**src/cce_pkg.sv**
```systemverilog
/*
 * CCE shared definitions
 * Widths, microcode opcodes, LCE message formats and the decoded instruction
 */
`default_nettype none

package cce_pkg;

  // Address and block geometry
  localparam int addr_width_lp         = 16;
  localparam int lg_block_bytes_lp     = 6;
  localparam int pending_entries_lp    = 16;
  localparam int lg_pending_entries_lp = $clog2(pending_entries_lp);

  localparam int num_lce_lp      = 4;
  localparam int lce_id_width_lp = $clog2(num_lce_lp);

  // Register file
  localparam int gpr_width_lp     = 16;
  localparam int num_gpr_lp       = 4;
  localparam int gpr_sel_width_lp = $clog2(num_gpr_lp);

  // Microcode store
  localparam int ucode_depth_lp = 64;
  localparam int pc_width_lp    = $clog2(ucode_depth_lp);
  localparam int inst_width_lp  = 32;

  typedef enum logic [3:0] {
    e_op_nop   = 4'd0,
    e_op_add   = 4'd1,
    e_op_sub   = 4'd2,
    e_op_and   = 4'd3,
    e_op_ldi   = 4'd4,
    e_op_beq   = 4'd5,
    e_op_bne   = 4'd6,
    e_op_bi    = 4'd7,
    e_op_popq  = 4'd8,
    e_op_wpnd  = 4'd9,
    e_op_rpnd  = 4'd10,
    e_op_pushc = 4'd11
  } cce_opcode_e;

  typedef enum logic [1:0] {
    e_cmd_set_s = 2'd0,
    e_cmd_set_e = 2'd1,
    e_cmd_inv   = 2'd2,
    e_cmd_wb    = 2'd3
  } lce_cmd_type_e;

  typedef struct packed {
    logic [lce_id_width_lp-1:0] lce_id;
    logic [addr_width_lp-1:0]   addr;
    logic                       write;
  } lce_req_s;

  typedef struct packed {
    lce_cmd_type_e              cmd_type;
    logic [lce_id_width_lp-1:0] lce_id;
    logic [addr_width_lp-1:0]   addr;
  } lce_cmd_s;

  typedef struct packed {
    cce_opcode_e                 opcode;
    logic [gpr_sel_width_lp-1:0] rd;
    logic [gpr_sel_width_lp-1:0] rs_a;
    logic [gpr_sel_width_lp-1:0] rs_b;
    logic [gpr_width_lp-1:0]     imm;
    logic                        addr_from_gpr;
    lce_cmd_type_e               cmd_type;
    logic                        pnd_val;
    logic                        valid;
  } decoded_inst_s;

endpackage

`default_nettype wire

```
**src/cce_msg_queue.sv**
```systemverilog
/*
 * CCE message buffer
 * Two-slot FIFO, valid/ready on the input side and valid/yumi on the output
 */
`timescale 1ns/1ps
`default_nettype none

module cce_msg_queue
  #(parameter type payload_t = logic [7:0])
  (input  wire            clk_i
   , input wire           rst_i
   , input wire payload_t data_i
   , input wire           v_i
   , output logic         ready_o
   , output payload_t     data_o
   , output logic         v_o
   , input wire           yumi_i
   );

  payload_t head_r;
  payload_t tail_r;
  logic     head_v_r;
  logic     tail_v_r;
  logic     enq;

  assign ready_o = ~tail_v_r;
  assign enq     = v_i & ready_o;

  // Head slot is always the oldest entry
  always_ff @(posedge clk_i) begin
    if (rst_i) begin
      head_v_r <= 1'b0;
      tail_v_r <= 1'b0;
    end else if (yumi_i) begin
      head_v_r <= tail_v_r | enq;
      tail_v_r <= 1'b0;
    end else if (enq) begin
      if (head_v_r) tail_v_r <= 1'b1;
      else          head_v_r <= 1'b1;
    end
  end

  always_ff @(posedge clk_i) begin
    if (yumi_i) begin
      if (tail_v_r) head_r <= tail_r;
      else if (enq) head_r <= data_i;
    end else if (enq) begin
      if (head_v_r) tail_r <= data_i;
      else          head_r <= data_i;
    end
  end

  assign data_o = head_r;
  assign v_o    = head_v_r;

endmodule

`default_nettype wire

```
**src/cce_pending.sv**
```systemverilog
/*
 * CCE pending bits
 * One bit per block address hash, combinational read
 */
`timescale 1ns/1ps
`default_nettype none

module cce_pending
  (input  wire                                clk_i
   , input wire                               rst_i
   , input wire                               w_v_i
   , input wire [cce_pkg::addr_width_lp-1:0]  addr_i
   , input wire                               val_i
   , output logic                             pending_o
   );

  import cce_pkg::*;

  logic [pending_entries_lp-1:0]    pending_r;
  logic [lg_pending_entries_lp-1:0] idx;

  // Index is the low block-number bits, so aliased blocks share a bit
  assign idx = addr_i[lg_block_bytes_lp +: lg_pending_entries_lp];

  always_ff @(posedge clk_i) begin
    if (rst_i) begin
      pending_r <= '0;
    end else if (w_v_i) begin
      pending_r[idx] <= val_i;
    end
  end

  assign pending_o = pending_r[idx];

endmodule

`default_nettype wire

```
**src/cce_msg.sv**
```systemverilog
/*
 * CCE message unit
 * Pops LCE requests, pushes LCE commands and stalls the pipeline when blocked
 */
`timescale 1ns/1ps
`default_nettype none

module cce_msg
  (input  wire cce_pkg::decoded_inst_s decoded_i
   // Request buffer head
   , input wire                        req_v_i
   , output logic                      req_yumi_o
   // Command buffer tail
   , input wire                        cmd_ready_i
   , output logic                      cmd_v_o
   , output logic                      stall_o
   );

  import cce_pkg::*;

  logic pop_op;
  logic push_op;
  logic pop_blocked;
  logic push_blocked;

  assign pop_op  = decoded_i.valid & (decoded_i.opcode == e_op_popq);
  assign push_op = decoded_i.valid & (decoded_i.opcode == e_op_pushc);

  // Nothing to pop, or nowhere to push
  assign pop_blocked  = pop_op & ~req_v_i;
  assign push_blocked = push_op & ~cmd_ready_i;

  assign req_yumi_o = pop_op & req_v_i;
  assign cmd_v_o    = push_op & cmd_ready_i;

  // Freezes fetch and decode, and holds back execute writes
  assign stall_o = pop_blocked | push_blocked;

endmodule

`default_nettype wire

```
**src/cce_ucode_fetch.sv**
```systemverilog
/*
 * CCE microcode fetch
 * Microcode RAM with its config write port and the fetch PC
 */
`timescale 1ns/1ps
`default_nettype none

module cce_ucode_fetch
  (input  wire                                 clk_i
   , input wire                                rst_i
   , input wire                                run_i
   // Microcode load port
   , input wire                                ucode_w_v_i
   , input wire [cce_pkg::pc_width_lp-1:0]     ucode_addr_i
   , input wire [cce_pkg::inst_width_lp-1:0]   ucode_data_i
   // Pipeline control
   , input wire                                stall_i
   , input wire                                redirect_i
   , input wire [cce_pkg::pc_width_lp-1:0]     redirect_pc_i
   , output logic [cce_pkg::inst_width_lp-1:0] inst_o
   , output logic                              inst_v_o
   );

  import cce_pkg::*;

  logic [inst_width_lp-1:0] ucode_mem [ucode_depth_lp];
  logic [pc_width_lp-1:0]   pc_r;

  always_ff @(posedge clk_i) begin
    if (ucode_w_v_i) begin
      ucode_mem[ucode_addr_i] <= ucode_data_i;
    end
  end

  // PC sits at 0 until the engine runs
  // A redirect kills the word being fetched this cycle
  always_ff @(posedge clk_i) begin
    if (rst_i || !run_i) begin
      pc_r     <= '0;
      inst_v_o <= 1'b0;
    end else if (redirect_i) begin
      pc_r     <= redirect_pc_i;
      inst_v_o <= 1'b0;
    end else if (!stall_i) begin
      pc_r     <= pc_r + 1'b1;
      inst_v_o <= 1'b1;
    end
  end

  // Synchronous RAM read, word lands one cycle after its PC
  always_ff @(posedge clk_i) begin
    if (!stall_i) begin
      inst_o <= ucode_mem[pc_r];
    end
  end

endmodule

`default_nettype wire

```
**src/cce_decode.sv**
```systemverilog
/*
 * CCE instruction decode
 * Registers the fetched word and splits it into control fields
 */
`timescale 1ns/1ps
`default_nettype none

module cce_decode
  (input  wire                               clk_i
   , input wire                              rst_i
   , input wire [cce_pkg::inst_width_lp-1:0] inst_i
   , input wire                              inst_v_i
   , input wire                              stall_i
   , input wire                              flush_i
   , output cce_pkg::decoded_inst_s          decoded_o
   );

  import cce_pkg::*;

  decoded_inst_s decoded_n;
  decoded_inst_s decoded_r;
  logic [3:0]    opcode_raw;

  assign opcode_raw = inst_i[31:28];

  always_comb begin
    // Opcodes past pushc are not defined and execute as nop
    if (opcode_raw > e_op_pushc) begin
      decoded_n.opcode = e_op_nop;
    end else begin
      decoded_n.opcode = cce_opcode_e'(opcode_raw);
    end
    decoded_n.rd            = inst_i[27:26];
    decoded_n.rs_a          = inst_i[25:24];
    decoded_n.rs_b          = inst_i[23:22];
    decoded_n.addr_from_gpr = inst_i[21];
    decoded_n.pnd_val       = inst_i[20];
    decoded_n.cmd_type      = lce_cmd_type_e'(inst_i[17:16]);
    decoded_n.imm           = inst_i[15:0];
    decoded_n.valid         = inst_v_i;
  end

  always_ff @(posedge clk_i) begin
    if (rst_i) begin
      decoded_r <= '0;
    end else if (flush_i) begin
      // Taken branch in execute, drop the wrong-path word
      decoded_r.valid <= 1'b0;
    end else if (!stall_i) begin
      decoded_r <= decoded_n;
    end
  end

  assign decoded_o = decoded_r;

endmodule

`default_nettype wire

```
**src/cce_exec.sv**
```systemverilog
/*
 * CCE execute stage
 * ALU, branch resolution, GPR file, MSHR and the outbound command fields
 */
`timescale 1ns/1ps
`default_nettype none

module cce_exec
  (input  wire                                 clk_i
   , input wire                                rst_i
   , input wire cce_pkg::decoded_inst_s        decoded_i
   , input wire                                stall_i
   , input wire cce_pkg::lce_req_s             req_i
   , input wire                                pending_i
   // Branch redirect to fetch and decode
   , output logic                              redirect_o
   , output logic [cce_pkg::pc_width_lp-1:0]   redirect_pc_o
   , output cce_pkg::lce_cmd_s                 cmd_o
   // Pending bit access
   , output logic                              pending_w_v_o
   , output logic [cce_pkg::addr_width_lp-1:0] pending_addr_o
   , output logic                              pending_val_o
   );

  import cce_pkg::*;

  logic [gpr_width_lp-1:0]    gpr_r [num_gpr_lp];
  logic [lce_id_width_lp-1:0] mshr_lce_r;
  logic [addr_width_lp-1:0]   mshr_addr_r;

  logic [gpr_width_lp-1:0] src_a;
  logic [gpr_width_lp-1:0] src_b;
  logic [gpr_width_lp-1:0] rd_data;
  logic                    rd_w_v;
  logic                    taken;
  logic                    exec_v;

  // Side effects only for a live, unstalled instruction
  assign exec_v = decoded_i.valid & ~stall_i;

  assign src_a = gpr_r[decoded_i.rs_a];
  assign src_b = gpr_r[decoded_i.rs_b];

  always_comb begin
    rd_w_v  = 1'b0;
    rd_data = '0;
    taken   = 1'b0;
    case (decoded_i.opcode)
      e_op_add:  begin rd_w_v = 1'b1; rd_data = src_a + src_b; end
      e_op_sub:  begin rd_w_v = 1'b1; rd_data = src_a - src_b; end
      e_op_and:  begin rd_w_v = 1'b1; rd_data = src_a & src_b; end
      e_op_ldi:  begin rd_w_v = 1'b1; rd_data = decoded_i.imm; end
      e_op_rpnd: begin rd_w_v = 1'b1; rd_data = gpr_width_lp'(pending_i); end
      e_op_beq:  taken = (src_a == src_b);
      e_op_bne:  taken = (src_a != src_b);
      e_op_bi:   taken = 1'b1;
      default:   taken = 1'b0;
    endcase
  end

  always_ff @(posedge clk_i) begin
    if (rst_i) begin
      for (int i = 0; i < num_gpr_lp; i++) begin
        gpr_r[i] <= '0;
      end
    end else if (exec_v && rd_w_v) begin
      gpr_r[decoded_i.rd] <= rd_data;
    end
  end

  // popq only proceeds once the message unit has a request ready
  always_ff @(posedge clk_i) begin
    if (rst_i) begin
      mshr_lce_r  <= '0;
      mshr_addr_r <= '0;
    end else if (exec_v && decoded_i.opcode == e_op_popq) begin
      mshr_lce_r  <= req_i.lce_id;
      mshr_addr_r <= req_i.addr;
    end
  end

  assign redirect_o    = exec_v & taken;
  assign redirect_pc_o = decoded_i.imm[pc_width_lp-1:0];

  assign pending_w_v_o  = exec_v & (decoded_i.opcode == e_op_wpnd);
  assign pending_addr_o = mshr_addr_r;
  assign pending_val_o  = decoded_i.pnd_val;

  always_comb begin
    cmd_o.cmd_type = decoded_i.cmd_type;
    cmd_o.lce_id   = mshr_lce_r;
    cmd_o.addr     = decoded_i.addr_from_gpr ? src_a : mshr_addr_r;
  end

endmodule

`default_nettype wire

```
**src/cce_top.sv**
```systemverilog
/*
 * CCE top level
 * Microcoded coherence engine, fetch/decode/execute with LCE message buffers
 */
`timescale 1ns/1ps
`default_nettype none

module cce_top
  (input  wire                                clk_i
   , input wire                               rst_i
   , input wire                               run_i
   // Microcode load
   , input wire                               ucode_w_v_i
   , input wire [cce_pkg::pc_width_lp-1:0]    ucode_addr_i
   , input wire [cce_pkg::inst_width_lp-1:0]  ucode_data_i
   // LCE requests in
   , input wire cce_pkg::lce_req_s            lce_req_i
   , input wire                               lce_req_v_i
   , output logic                             lce_req_yumi_o
   // LCE commands out
   , output cce_pkg::lce_cmd_s                lce_cmd_o
   , output logic                             lce_cmd_v_o
   , input wire                               lce_cmd_ready_i
   );

  import cce_pkg::*;

  logic [inst_width_lp-1:0] fetch_inst_lo;
  logic                     fetch_inst_v_lo;
  decoded_inst_s            decoded_inst_lo;
  logic                     redirect_lo;
  logic [pc_width_lp-1:0]   redirect_pc_lo;
  logic                     stall_lo;

  logic                     pending_lo;
  logic                     pending_w_v_lo;
  logic [addr_width_lp-1:0] pending_addr_lo;
  logic                     pending_val_lo;

  lce_req_s req_lo;
  logic     req_v_lo;
  logic     req_ready_lo;
  logic     req_yumi_lo;
  lce_cmd_s cmd_lo;
  logic     cmd_v_lo;
  logic     cmd_ready_lo;
  logic     cmd_yumi_li;

  assign lce_req_yumi_o = lce_req_v_i & req_ready_lo;
  assign cmd_yumi_li    = lce_cmd_v_o & lce_cmd_ready_i;

  cce_ucode_fetch ucode_fetch
    (.clk_i(clk_i)
     ,.rst_i(rst_i)
     ,.run_i(run_i)
     ,.ucode_w_v_i(ucode_w_v_i)
     ,.ucode_addr_i(ucode_addr_i)
     ,.ucode_data_i(ucode_data_i)
     ,.stall_i(stall_lo)
     ,.redirect_i(redirect_lo)
     ,.redirect_pc_i(redirect_pc_lo)
     ,.inst_o(fetch_inst_lo)
     ,.inst_v_o(fetch_inst_v_lo)
     );

  cce_decode inst_decode
    (.clk_i(clk_i)
     ,.rst_i(rst_i)
     ,.inst_i(fetch_inst_lo)
     ,.inst_v_i(fetch_inst_v_lo)
     ,.stall_i(stall_lo)
     ,.flush_i(redirect_lo)
     ,.decoded_o(decoded_inst_lo)
     );

  cce_exec exec
    (.clk_i(clk_i)
     ,.rst_i(rst_i)
     ,.decoded_i(decoded_inst_lo)
     ,.stall_i(stall_lo)
     ,.req_i(req_lo)
     ,.pending_i(pending_lo)
     ,.redirect_o(redirect_lo)
     ,.redirect_pc_o(redirect_pc_lo)
     ,.cmd_o(cmd_lo)
     ,.pending_w_v_o(pending_w_v_lo)
     ,.pending_addr_o(pending_addr_lo)
     ,.pending_val_o(pending_val_lo)
     );

  cce_pending pending_bits
    (.clk_i(clk_i)
     ,.rst_i(rst_i)
     ,.w_v_i(pending_w_v_lo)
     ,.addr_i(pending_addr_lo)
     ,.val_i(pending_val_lo)
     ,.pending_o(pending_lo)
     );

  cce_msg msg_unit
    (.decoded_i(decoded_inst_lo)
     ,.req_v_i(req_v_lo)
     ,.req_yumi_o(req_yumi_lo)
     ,.cmd_ready_i(cmd_ready_lo)
     ,.cmd_v_o(cmd_v_lo)
     ,.stall_o(stall_lo)
     );

  cce_msg_queue #(.payload_t(lce_req_s)) req_queue
    (.clk_i(clk_i)
     ,.rst_i(rst_i)
     ,.data_i(lce_req_i)
     ,.v_i(lce_req_v_i)
     ,.ready_o(req_ready_lo)
     ,.data_o(req_lo)
     ,.v_o(req_v_lo)
     ,.yumi_i(req_yumi_lo)
     );

  cce_msg_queue #(.payload_t(lce_cmd_s)) cmd_queue
    (.clk_i(clk_i)
     ,.rst_i(rst_i)
     ,.data_i(cmd_lo)
     ,.v_i(cmd_v_lo)
     ,.ready_o(cmd_ready_lo)
     ,.data_o(lce_cmd_o)
     ,.v_o(lce_cmd_v_o)
     ,.yumi_i(cmd_yumi_li)
     );

endmodule

`default_nettype wire

```
**config.mk**
```make
export PLATFORM = sky130hd
export DESIGN_NAME = cce_top
export DESIGN_NICKNAME = d
export VERILOG_FILES = /design/src/cce_pkg.sv /design/src/cce_msg_queue.sv /design/src/cce_pending.sv /design/src/cce_msg.sv /design/src/cce_ucode_fetch.sv /design/src/cce_decode.sv /design/src/cce_exec.sv /design/src/cce_top.sv
export SDC_FILE = /design/constraint.sdc
export NUM_CORES = 2
export LEC_CHECK = 0
export BUFFER_PORTS_ARGS = -buffer_cell sky130_fd_sc_hd__buf_2
export CAP_MARGIN = 20
export CORE_MARGIN = 2
export CORE_UTILIZATION = 30
export DETAILED_ROUTE_END_ITERATION = 6
export PLACE_DENSITY = 0.52
export REMOVE_ABC_BUFFERS = 1
export SLEW_MARGIN = 20
export SYNTH_ARGS = -nofsm -noshare
export SYNTH_HDL_FRONTEND = slang
export SYNTH_HIERARCHICAL = 1
export SYNTH_SLANG_ARGS = --single-unit
```
**constraint.sdc**
```tcl
create_clock -name clk_i -period 5.74 [get_ports clk_i]
set_input_delay 1.148 -clock clk_i [delete_from_list [all_inputs] [get_ports clk_i]]
set_output_delay 1.148 -clock clk_i [all_outputs]
set_load 0.01 [all_outputs]
```
==> metrics.txt <==
ANT nets after route 0; clock tree root driver cell clkbuf_16; Core ar. 287000 um2; reg2reg start inst_decode/decoded_o[21]; worst hold path depth 2; setup TNS 0 ns; Peak Freq 217 MHz; 1st-pass router iterations 6; post-DP HPWL 144000 um; pre-CTS WS 1.15 ns; area post-placement about 92000 um2; Worst Path Arrival ~5.3 ns; wire length per cell ~29 um; placed instance count 8092; number of I/O port buffers 81; crit-path max FO 57; GRT Util Overall 16.3%; Final min period 4.61 ns; Synth Instances between 4k and 5k; Fin. Hold Viols 0; average size of a mapped cell a little over 20 um2; global-route wire length before repair 341000 um; global route overflow 0; FF-to-FF setup slack approximately 1.1 ns; Via density between 5 and 6; hold_buf cts 0; setup violators final 0; Slew Viols, Final 0; Max-cap violations 0; Cell Count, Final, Fillers Out 8482; met3 Use GR 2.95%; Power Density 334 nW/um2; cts repair resizes 0; CP startpoint kind flip-flop; area growth from synthesis to layout 14.6%; initial antenna violation count 28; Slew headroom 21.7%; Clock Sinks 2166; GP Congestion 0.841; Synth Warn # 6; Worst VDD drop 230 uV; final layout net count between 4k and 5k; period utilisation layout between 80 and 90%; Hold Path Class flip-flop to flip-flop; Die Y ~540 um; overall power 33.1 mW; vias in the first global route 44.8k; 1st-iter DRT viols 5145; largest net degree at the start of global routing 79; Die Span X approximately 540 um; met1 global-route usage 22.8%; Finished Cell Area 99100 um2; hold endpoint exec/pending_addr_o[3]; Crit Path Class flip-flop to flip-flop; Fill cells between 20k and 30k; CP endpoint kind flip-flop; final hold slack 0.456 ns; H-tree Lvls 4; worst skew pair latency 0.91 ns; skew final 0.0836 ns; WL final 243000 um; DRC errors left 0; post-CTS setup buffer count 0; Rows 197; RSZ-0062 raised after global routing no; Final Util 34.5%; cts bufs inserted 223; clock buffer depth 4; gr busiest metal met2; status finished clean; hold_sp exec/pending_addr_o[3]; post-route setup slack around 1.1 ns; cells on worst reg2reg path 14; vias post-DR 43.9k; Worst-Margin Slew 1.16 ns; Post-Syn Area 86400 um2; I/O Pins 85; R2R Path End ucode_fetch/pc_r[1]; Initial Util 30.1%; CTS tree done; Leakage about 30 nW; Worst EP required 6.44 ns; clock-pin slew on the worst setup and hold paths approximately 0.060 ns; layout cell share with drive strength beyond 1 a little over a quarter; grt met2 use 26.0%; die area 292000 um2
-- layer usage --
metal / vias to the layer above / part of all wire (%)
li1: 18300 / -
met1: 23700 / 44
met3: 325 / 6.6
met4: 6 / 2.6
met5: - / 0.014
met2: 1522 / 47
-- final cells by class --
cell class	count	area, um2	area share [%]
timing repair buffer	295	2180	2.20
multi-input combinational	1808	20900	21.1
tap	3781	4730	4.77
clock buffer	271	5790	5.84
sequential	2166	64300	64.9
antenna	6	15.0	0.0152
clock inverter	113	971	0.980
inverter	42	163	0.164
-- sequential cells by signal, indices dropped and copies added, names as in the netlist, 6 cells and up --
register and count:
req_queue/tail_r 18, pending_bits/pending_r 16, ucode_fetch/ucode_mem 1920, ucode_fetch/pc_r 6, cmd_queue/tail_r 20, exec/pending_addr_o 16
inst_decode/decoded_o 31, ucode_fetch/inst_o 30, cmd_queue/data_o 20, exec/gpr_r 64, req_queue/data_o 18
-- worst max-delay path by stage --
| stage | start | to | slack (ns) | cells after the start |
|---|---|---|---|---|
| after detailed placement | inst_decode/decoded_o[21] | ucode_fetch/pc_r[0] | 1.15 | 14 |
| after global placement | inst_decode/decoded_o[21] | ucode_fetch/pc_r[1] | 1.23 | 14 |
| after floorplan | ucode_fetch/pc_r[0] | ucode_fetch/inst_o[0] | -17.88 | 5 |
| final | inst_decode/decoded_o[21] | ucode_fetch/pc_r[1] | 1.13 | 14 |
| after global routing | inst_decode/decoded_o[21] | ucode_fetch/pc_r[1] | 0.68 | 14 |
| after CTS | inst_decode/decoded_o[21] | ucode_fetch/pc_r[2] | 1.13 | 14 |
-- placed cells by master (no fill, tap or decap), types with 27 or more instances in the layout --
cell,instances
o21ai_0,77
nor2b_1,27
mux2_4,37
or3b_1,28
mux2i_1,191
clkinv_2,29
edfxtp_1,2090
a21oi_1,134
nor2_1,119
inv_1,34
buf_2,78
o22ai_1,34
ha_1,33
o221ai_1,39
buf_4,204
nand2_1,120
clkinv_1,53
clkbuf_1,46
nor2_4,62
dfxtp_1,70
mux4_2,483
clkbuf_16,224
mux2_2,37
-- power breakdown --
| part | internal [mW] | switching, mW |
|---|---|---|
| Clock | 7.80 | 6.01 |
| Sequential | 17.5 | 0.0857 |
| Combinational | 0.626 | 1.05 |
-- worst max-delay path: stages (launching register included) --
cell	delay [ns]
dfxtp_1	0.74
buf_4	0.38
mux4_2	0.55
inv_1	0.08
ha_1	0.32
inv_1	0.12
nor4_1	0.32
nand2_1	0.15
nor4_1	0.57
mux2i_1	0.19
nor3b_2	0.26
buf_4	0.45
nor2_1	0.10
a21oi_1	0.14
nor2_1	0.06
(Power assumes the default switching activity.)
